`src/fc_pkg.sv`:
```
package fc_pkg;

    // sram geometry
    localparam int ADDR_W = 16;
    localparam int WORD_W = 32;
    localparam int LANES  = 4;

    // layer shape, 84 inputs packed four per word
    localparam int IN_WORDS  = 21;
    localparam int NUM_OUT   = 10;
    localparam int NUM_PAIRS = 5;
    // 11 two-word steps per row, only word0 valid at the last one
    localparam int LAST_STEP = 10;

    localparam int READ_LATENCY = 3;

    // memory map in words
    localparam int ACT_IN_BASE  = 722;
    localparam int ACT_OUT_BASE = 743;
    localparam int WEIGHT_BASE  = 15540;
    localparam int BIAS_BASE    = 15750;

    // sequencer states
    localparam logic [1:0] ST_IDLE  = 2'd0;
    localparam logic [1:0] ST_FETCH = 2'd1;
    localparam logic [1:0] ST_BIAS  = 2'd2;
    localparam logic [1:0] ST_DONE  = 2'd3;

    // one sram word, seen as four int8 lanes or a single int32
    typedef union packed {
        // lane 0 sits in the low byte
        logic [LANES-1:0][7:0]    lanes;
        logic signed [WORD_W-1:0] whole;
    } sram_word_u;

endpackage

```
`src/fc_fetch_seq.sv`:
```
module fc_fetch_seq
    import fc_pkg::*;
(
    input  logic              clk,
    input  logic              rst_n,
    input  logic              start,
    output logic [ADDR_W-1:0] weight_addr0,
    output logic [ADDR_W-1:0] weight_addr1,
    output logic [ADDR_W-1:0] fetch_act_addr0,
    output logic [ADDR_W-1:0] fetch_act_addr1,
    output logic              fetch_issue,
    output logic              bias_issue
);

    logic [1:0] state;
    logic [3:0] step;
    logic [3:0] row;
    logic [2:0] pair;

    logic [ADDR_W-1:0] act_word;
    logic [ADDR_W-1:0] weight_word;
    logic [ADDR_W-1:0] bias_word;

    // word addresses from the memory map
    assign act_word    = ADDR_W'(ACT_IN_BASE + 2 * int'(step));
    assign weight_word = ADDR_W'(WEIGHT_BASE + IN_WORDS * int'(row) + 2 * int'(step));
    assign bias_word   = ADDR_W'(BIAS_BASE + 2 * int'(pair));

    always_ff @(posedge clk) begin
        if (!rst_n) begin
            state <= ST_IDLE;
            step  <= '0;
            row   <= '0;
            pair  <= '0;
        end else begin
            case (state)
                ST_IDLE: begin
                    if (start) begin
                        state <= ST_FETCH;
                    end
                end
                ST_FETCH: begin
                    // row-major walk, one step per cycle
                    if (step == 4'(LAST_STEP)) begin
                        step <= '0;
                        if (row == 4'(NUM_OUT - 1)) begin
                            row   <= '0;
                            state <= ST_BIAS;
                        end else begin
                            row <= row + 4'd1;
                        end
                    end else begin
                        step <= step + 4'd1;
                    end
                end
                ST_BIAS: begin
                    if (pair == 3'(NUM_PAIRS - 1)) begin
                        pair  <= '0;
                        state <= ST_DONE;
                    end else begin
                        pair <= pair + 3'd1;
                    end
                end
                default: begin
                    // stays here until reset
                    state <= ST_DONE;
                end
            endcase
        end
    end

    always_comb begin
        fetch_issue     = (state == ST_FETCH);
        bias_issue      = (state == ST_BIAS);
        weight_addr0    = '0;
        weight_addr1    = '0;
        fetch_act_addr0 = '0;
        fetch_act_addr1 = '0;
        if (state == ST_FETCH) begin
            weight_addr0    = weight_word;
            weight_addr1    = weight_word + ADDR_W'(1);
            fetch_act_addr0 = act_word;
            fetch_act_addr1 = act_word + ADDR_W'(1);
        end else if (state == ST_BIAS) begin
            // biases share the weight sram
            weight_addr0 = bias_word;
            weight_addr1 = bias_word + ADDR_W'(1);
        end
    end

endmodule

```
`src/fc_mac_bank.sv`:
```
module fc_mac_bank
    import fc_pkg::*;
(
    input  logic                     clk,
    input  logic                     rst_n,
    input  logic                     fetch_issue,
    input  sram_word_u               weight_rdata0,
    input  sram_word_u               weight_rdata1,
    input  sram_word_u               act_rdata0,
    input  sram_word_u               act_rdata1,
    input  logic [2:0]               rd_pair,
    output logic signed [WORD_W-1:0] acc_lo,
    output logic signed [WORD_W-1:0] acc_hi
);

    logic [READ_LATENCY-1:0]  issue_pipe;
    logic                     data_valid;
    logic [3:0]               step;
    logic [3:0]               row;
    logic                     last_step;
    logic signed [WORD_W-1:0] dot;
    logic signed [WORD_W-1:0] acc [NUM_OUT];

    // issue pulse travels alongside the sram read
    always_ff @(posedge clk) begin
        if (!rst_n) begin
            issue_pipe <= '0;
        end else begin
            issue_pipe <= {issue_pipe[READ_LATENCY-2:0], fetch_issue};
        end
    end

    assign data_valid = issue_pipe[READ_LATENCY-1];
    assign last_step  = (step == 4'(LAST_STEP));

    // eight signed products, second pair dropped past the row end
    always_comb begin
        dot = '0;
        for (int i = 0; i < LANES; i++) begin
            dot = dot + $signed(weight_rdata0.lanes[i]) * $signed(act_rdata0.lanes[i]);
            if (!last_step) begin
                dot = dot + $signed(weight_rdata1.lanes[i]) * $signed(act_rdata1.lanes[i]);
            end
        end
    end

    always_ff @(posedge clk) begin
        if (!rst_n) begin
            step <= '0;
            row  <= '0;
            for (int i = 0; i < NUM_OUT; i++) begin
                acc[i] <= '0;
            end
        end else if (data_valid) begin
            acc[row] <= acc[row] + dot;
            if (last_step) begin
                step <= '0;
                row  <= (row == 4'(NUM_OUT - 1)) ? 4'd0 : row + 4'd1;
            end else begin
                step <= step + 4'd1;
            end
        end
    end

    // pair k maps to accumulators 2k and 2k+1
    assign acc_lo = acc[{rd_pair, 1'b0}];
    assign acc_hi = acc[{rd_pair, 1'b1}];

endmodule

```
`src/fc_bias_writeback.sv`:
```
module fc_bias_writeback
    import fc_pkg::*;
(
    input  logic                     clk,
    input  logic                     rst_n,
    input  logic                     bias_issue,
    input  sram_word_u               weight_rdata0,
    input  sram_word_u               weight_rdata1,
    input  logic signed [WORD_W-1:0] acc_lo,
    input  logic signed [WORD_W-1:0] acc_hi,
    input  logic [ADDR_W-1:0]        fetch_act_addr0,
    input  logic [ADDR_W-1:0]        fetch_act_addr1,
    output logic [2:0]               rd_pair,
    output logic                     act_we0,
    output logic                     act_we1,
    output logic [ADDR_W-1:0]        act_addr0,
    output logic [ADDR_W-1:0]        act_addr1,
    output sram_word_u               act_wdata0,
    output sram_word_u               act_wdata1,
    output logic                     finish
);

    logic [READ_LATENCY-1:0] bias_pipe;
    logic                    wr_strobe;
    logic [2:0]              pair;
    logic [1:0]              tail_cnt;
    logic [ADDR_W-1:0]       out_word;

    assign wr_strobe = bias_pipe[READ_LATENCY-1];
    assign rd_pair   = pair;
    assign out_word  = ADDR_W'(ACT_OUT_BASE + 2 * int'(pair));

    always_ff @(posedge clk) begin
        if (!rst_n) begin
            bias_pipe <= '0;
            pair      <= '0;
            tail_cnt  <= '0;
            finish    <= 1'b0;
        end else begin
            bias_pipe <= {bias_pipe[READ_LATENCY-2:0], bias_issue};
            if (wr_strobe) begin
                pair <= pair + 3'd1;
                if (pair == 3'(NUM_PAIRS - 1)) begin
                    tail_cnt <= 2'd1;
                end
            end else if (tail_cnt == 2'd1) begin
                tail_cnt <= 2'd2;
            end else if (tail_cnt == 2'd2) begin
                // held until reset
                tail_cnt <= 2'd3;
                finish   <= 1'b1;
            end
        end
    end

    // both ports write together, fetch addresses pass through otherwise
    always_comb begin
        act_we0          = wr_strobe;
        act_we1          = wr_strobe;
        act_addr0        = wr_strobe ? out_word : fetch_act_addr0;
        act_addr1        = wr_strobe ? out_word + ADDR_W'(1) : fetch_act_addr1;
        act_wdata0.whole = wr_strobe ? acc_lo + weight_rdata0.whole : '0;
        act_wdata1.whole = wr_strobe ? acc_hi + weight_rdata1.whole : '0;
    end

endmodule

```
`src/fc_layer.sv`:
```
module fc_layer
    import fc_pkg::*;
(
    input  logic              clk,
    input  logic              rst_n,
    input  logic              start,
    output logic              finish,
    output logic [ADDR_W-1:0] weight_addr0,
    output logic [ADDR_W-1:0] weight_addr1,
    input  sram_word_u        weight_rdata0,
    input  sram_word_u        weight_rdata1,
    output logic              act_we0,
    output logic              act_we1,
    output logic [ADDR_W-1:0] act_addr0,
    output logic [ADDR_W-1:0] act_addr1,
    output sram_word_u        act_wdata0,
    output sram_word_u        act_wdata1,
    input  sram_word_u        act_rdata0,
    input  sram_word_u        act_rdata1
);

    logic [ADDR_W-1:0]        fetch_act_addr0;
    logic [ADDR_W-1:0]        fetch_act_addr1;
    logic                     fetch_issue;
    logic                     bias_issue;
    logic [2:0]               rd_pair;
    logic signed [WORD_W-1:0] acc_lo;
    logic signed [WORD_W-1:0] acc_hi;

    fc_fetch_seq fc_fetch_seq_i (
        .clk             (clk),
        .rst_n           (rst_n),
        .start           (start),
        .weight_addr0    (weight_addr0),
        .weight_addr1    (weight_addr1),
        .fetch_act_addr0 (fetch_act_addr0),
        .fetch_act_addr1 (fetch_act_addr1),
        .fetch_issue     (fetch_issue),
        .bias_issue      (bias_issue)
    );

    fc_mac_bank fc_mac_bank_i (
        .clk           (clk),
        .rst_n         (rst_n),
        .fetch_issue   (fetch_issue),
        .weight_rdata0 (weight_rdata0),
        .weight_rdata1 (weight_rdata1),
        .act_rdata0    (act_rdata0),
        .act_rdata1    (act_rdata1),
        .rd_pair       (rd_pair),
        .acc_lo        (acc_lo),
        .acc_hi        (acc_hi)
    );

    fc_bias_writeback fc_bias_writeback_i (
        .clk             (clk),
        .rst_n           (rst_n),
        .bias_issue      (bias_issue),
        .weight_rdata0   (weight_rdata0),
        .weight_rdata1   (weight_rdata1),
        .acc_lo          (acc_lo),
        .acc_hi          (acc_hi),
        .fetch_act_addr0 (fetch_act_addr0),
        .fetch_act_addr1 (fetch_act_addr1),
        .rd_pair         (rd_pair),
        .act_we0         (act_we0),
        .act_we1         (act_we1),
        .act_addr0       (act_addr0),
        .act_addr1       (act_addr1),
        .act_wdata0      (act_wdata0),
        .act_wdata1      (act_wdata1),
        .finish          (finish)
    );

endmodule

```
`config.mk`:
```
export PLATFORM = sky130hd
export DESIGN_NAME = fc_layer
export DESIGN_NICKNAME = d
export VERILOG_FILES = /design/src/fc_pkg.sv /design/src/fc_fetch_seq.sv /design/src/fc_mac_bank.sv /design/src/fc_bias_writeback.sv /design/src/fc_layer.sv
export SDC_FILE = /design/constraint.sdc
export NUM_CORES = 2
export LEC_CHECK = 0
export ABC_AREA = 0
export BUFFER_PORTS_ARGS = -buffer_cell sky130_fd_sc_hd__buf_2
export CAP_MARGIN = 20
export CORE_MARGIN = 8
export CORE_UTILIZATION = 35
export CTS_BUF_LIST = sky130_fd_sc_hd__clkbuf_4
export DETAILED_ROUTE_END_ITERATION = 8
export SLEW_MARGIN = 10
export SYNTH_ARGS = -nofsm -noshare
export SYNTH_HDL_FRONTEND = slang
export SYNTH_SLANG_ARGS = --single-unit
```
`constraint.sdc`:
```
create_clock -name clk -period 17.9 [get_ports clk]
set_clock_uncertainty 0.05 [all_clocks]
set_input_delay 3.58 -clock clk [delete_from_list [all_inputs] [get_ports clk]]
set_output_delay 3.58 -clock clk [all_outputs]
set_load 0.03 [all_outputs]
```
### Word level (Yosys, flattened, before mapping)

Memories as Yosys holds them, arrays and structs flattened. A register that Yosys moved wholly into a read port is not among the register bits.
Index checks and enable logic that the tools add are counted.
Widths: inputs -> output; s select.

| storage, ports and cells | value |
|---|---|
| bits in registers | 33 |
| RAM bits | 320 |
| bits of input ports | 131 |
| output and inout bits | 131 |
| logic and storage cells | 112 |
| memories kept | 1 |

Memories:

| name | words | bits a word | rd ports | clocked after memory_dff | wr ports | line | text |
|---|---|---|---|---|---|---|---|
| fc_mac_bank_i.acc | 10 | 32 | 3 | 3 | 10 | fc_mac_bank.sv:22 | `logic signed [WORD_W-1:0] acc [NUM_OUT];` |

| operators by class | value |
|---|---|
| add/subtract/negate cells | 25 |
| multiply operators | 9 |
| eq/ne operators | 15 |
| mux-type cells | 41 |
| bitwise logic cells | 2 |
| reductions and logical operators | 8 |

Operators by type and width:

| cell | count |
|---|---|
| $add 32x32->32 | 10 |
| $mux 32 | 7 |
| $mul 8x8->16 | 8 |
| $mux 16 | 8 |
| $add 16x1->16 const B | 4 |
| $mux 4 | 11 |
| $reduce_or 32->1 | 1 |
| $add 15x16->16 const A | 1 |
| $add 16x6->16 | 1 |
| $add 4x1->4 const B | 4 |
| $eq 4x4->1 const B | 4 |
| $mux 2 | 8 |
| $add 14x4->15 const A | 1 |
| $add 10x4->11 const A | 1 |
| $add 10x5->11 const A | 1 |
| $ne 2x2->1 const B | 5 |
| $mul 5x4->9 const A | 1 |
| $add 3x1->3 const B | 2 |
| $eq 3x3->1 const B | 2 |
| $pmux 2 s3 | 1 |
| $reduce_and 2->1 | 3 |
| $mux 1 | 5 |
| $eq 2x1->1 const B | 2 |
| $eq 2x2->1 const B | 2 |
| 6 further kinds | 7 |

### Longest topological paths before layout

| depth | value |
|---|---|
| depth in word-level cells | 14 |
| depth in mapped cells | 78 |
| depth with buffers taken out | 78 |

### Cells and area by module

Synthesis repeated with hierarchy kept, for this count alone.

| unflattened totals | value |
|---|---|
| cells, all modules | 6470 |
| area, all modules | 70049.7 um2 |

Modules (own cells, without submodules):

| module | times used | cells an instance | area an instance (um2) | seq. area each (um2) |
|---|---|---|---|---|
| fc_mac_bank | 1 | 5566 | 63566.0 | 15675.0 |
| fc_bias_writeback | 1 | 673 | 4589.4 | 180.2 |
| fc_fetch_seq | 1 | 231 | 1894.3 | 260.2 |

### Worst setup path after synthesis

OpenSTA, ideal clock, no wires.

| path | value |
|---|---|
| kind | input to register |
| from | input port weight_rdata0[5] in the netlist's numbering |
| to | memory fc_mac_bank_i.acc[10][30] (data pin) |
| setup time | 301 ps |
| arrival time | 17616 ps |
| required time | 17549 ps |
| slack | -66 ps |
| stages | 72 |
| path buffers | 1 |
| path through | and2_1 fa_1 inv_1 fa_1 inv_1 fa_1 inv_1 fa_1 inv_1 ha_1 a21oi_1 o21bai_1 a21oi_1 o21bai_1 a21oi_1 xnor2_1 ha_1 a21o_1 [... 36 more ...] a21oi_1 ha_1 a21o_1 a31o_2 xor2_1 ha_1 inv_1 o21bai_1 nor2_1 nand2_1 a31oi_1 o32a_1 ha_1 nor2b_1 a31oi_1 nand3_1 a311oi_2 nor2_1 |

RTL lines:

| element | line | text |
|---|---|---|
| from (decl) | fc_layer.sv:10 | `input sram_word_u weight_rdata0,` |
| to (decl) | fc_mac_bank.sv:22 |  |

==> out/metrics.cfg <==
[clock_tree]
cts.sinks = 552
htree_levels = 3
cts_buffers = 118
insertion_delay_ns = 1.01
cts_root_buf = clkbuf_4
cts_tree = done
path_clk_slew_ns = 0.07
clock_path_buffers = 3
postCtsHoldBufs = 0

[floorplanning]
core_um2 = 174000
dieArea_um2 = 189000
initial_utilization = 0.352
die_y_um = 434
die_w_um = 434
std_cell_rows = 153
ios = 262

[setup_path]
worstSetupEndpointType = register
required_ns = 18.55
r2r-start = fc_mac_bank_i.step[3]$_SDFFE_PN0P_
start_kind = input port
crit_slowest_cell = fa_1
arrival_ns = 17.88
cp_common_cell = inv_1
cp_top_family = adder cells
crit_path_start = weight_rdata1[5]
path_max_fanout = 7
max_stage_delay_ns = 0.54
critical_path_class = input port to register
crit_buf_inv = 11

[synthesis]
yosys_warnings = 0
syn_area_per_cell_um2 = 10.3
synth_seq_cells = 552
ys_seq_area_frac = 0.264
netlist_area_um2 = 61300
synth_cells = 5952
synthFlopType = edfxtp_1
synth-edff-count = 512
yosysUniqueCellTypes = 86
ys_async_sr_fraction = 0

[finish]
area_growth_pct = 16.8
drive_gt1_frac = 0.228
nNetsFinal = 7913
fin_cells = 9196

[global_route]
grt_pass1_vias = 49600
track_usage = 0.193
grt_overflow = 0
antenna_found_initial = 21
grt_pass1_wl_um = 285000
grt_max_degree = 72

[run_status]
status = finished clean

[drt]
drc_errors = 0
vias = 48000
firstDrtPassIters = 5
wl_per_cell_um = 20.3
wirelength_um = 187000
antenna_left = 0
routed_via_density = 5.22
drtIter0Drc = 3477

[timing]
holdWs_ns = 0.386
max_freq_mhz = 58.1
fin_ws_ns = 0.674
fin_crit_sh = 0.962
finalSetupViolations = 0
drv_slew = 0
finalHoldViolCount = 0
period_needed_ns = 17.23
tightest_slew_ns = 1.07
slew-limit-headroom = 0.285

[worst_hold_path]
hold_class = register to register
hp-start = fc_bias_writeback_i.bias_pipe[1]$_SDFF_PN0_

[place]
pre_cts_ws_ns = -0.907
portBuffers = 245
dp.final_hpwl_um = 142000
dp_cells = 8956
place.gp.congestion = 0.914

[flow_run]
drv_cap = 0

[cell usage in the layout, fill, tap and decap left out, types with 288 or more instances in the layout]
| master | n |
|---|---|
| nand2_1 | 366 |
| fa_1 | 453 |
| edfxtp_1 | 512 |
| ha_1 | 552 |
| a21oi_1 | 306 |
| buf_4 | 620 |
| nor2_1 | 576 |
| and2_1 | 350 |
| inv_1 | 726 |
| mux4_2 | 288 |
[stage by stage]
step            util  area, µm²  TNS, ns
2_1_floorplan      -      61300        0
3_3_place_gp   0.399      69400   -27.11
3_5_place_dp   0.399      69400   -47.87
4_1_cts        0.408      70900        0
5_1_grt        0.411      71500    -1.43
6_report       0.412      71500        0
[path summary, 6_finish.rpt]
check / slack [ns] / cells past startpoint / to
min reg2reg: 0.39 / 1 / fc_bias_writeback_i.bias_pipe[2]$_SDFF_PN0_
max: 0.67 / 77 / fc_mac_bank_i.acc[12][30]$_DFFE_PP_
min: 0.39 / 1 / fc_bias_writeback_i.bias_pipe[2]$_SDFF_PN0_
max reg2reg: 5.19 / 60 / fc_mac_bank_i.acc[12][30]$_DFFE_PP_
[synth_stat cells (31+ instances only)]
cell type / number / area, µm²
a31oi_1: 36 / 225
nand3_1: 59 / 295
edfxtp_1: 512 / 15400
nor2_1: 582 / 2180
clkbuf_1: 134 / 503
nor3_1: 63 / 315
fa_1: 453 / 9070
mux4_2: 288 / 6490
a21o_1: 126 / 946
o21ai_1: 33 / 165
nor2b_1: 72 / 450
a21oi_1: 332 / 1660
xnor2_1: 279 / 2440
inv_1: 727 / 2730
dfxtp_1: 40 / 801
and2_1: 352 / 2200
nand2b_1: 86 / 538
nand2_1: 376 / 1410
o21a_1: 49 / 368
buf_1: 31 / 116
ha_1: 562 / 7030
o21ai_0: 157 / 786
o21bai_1: 84 / 631
xor2_1: 123 / 1080
mux2_2: 75 / 845
[layer usage]
metal / vias up / track usage / wire (µm)
met2: 1586 / 0.335 / 90700
li1: 22300 / - / -
met5: - / 0 / 0
met3: 375 / 0.0243 / 12000
met1: 23700 / 0.242 / 74400
met4: 0 / 0.0866 / 9450
[timing repair]
action,4_1_cts,5_1_grt
setup buffers,0,15
resized for setup,0,112
endpoints found under the setup margin,0,109
[registers in the layout (all words and copies together), names as in the netlist, named ones only]
name                           flops
fc_mac_bank_i.acc                512
fc_fetch_seq_i.row                 4
fc_fetch_seq_i.step                4
fc_mac_bank_i.row                  4
fc_mac_bank_i.step                 4
fc_bias_writeback_i.bias_pipe      3
fc_bias_writeback_i.rd_pair        3
fc_fetch_seq_i.pair                3
fc_mac_bank_i.issue_pipe           3
fc_bias_writeback_i.tail_cnt       2
fc_fetch_seq_i.state               2
fc_bias_writeback_i.finish         1
[final cells by class]
class | instances | area (µm²)
fill | 16900 | 102000
multi-input combinational | 4498 | 42200
sequential | 552 | 16200
timing repair buffer | 869 | 5940
tap | 2325 | 2910
inverter | 728 | 2730
clock buffer | 156 | 1170
clock inverter | 54 | 349
antenna | 14 | 35.0
[cells by family (layout without fill, tap and decap cells)]
| kind of cell | count (synthesis) | after routing | share of synthesized area |
|---|---|---|---|
| other | 1 | 30 | 0.0000612 |
| xor gates and xnor gates | 407 | 407 | 0.0591 |
| DFF | 552 | 552 | 0.264 |
| muxes | 374 | 374 | 0.121 |
| buffers and inverters | 917 | 1807 | 0.0577 |
| AOI/OAI and AO/OA | 975 | 975 | 0.100 |
| and+or+nand+nor | 1711 | 1711 | 0.135 |
| adders and majority gates | 1015 | 1015 | 0.263 |
[worst register-to-register path, delay by kind of cell (launching register included)]
kind                       cells  cell delay (ns)
buffers and inverters          3             0.46
adders and majority gates      8             2.62
and+or+nand+nor               16             2.44
DFF                            1             0.34
xor gates and xnor gates       5             0.71
AOI/OAI and AO/OA             26             5.17
muxes                          2             0.66
Power is left out: the tool's default activity adds up to more than one toggle a clock period on the data nets, which glitch-free logic cannot reach.
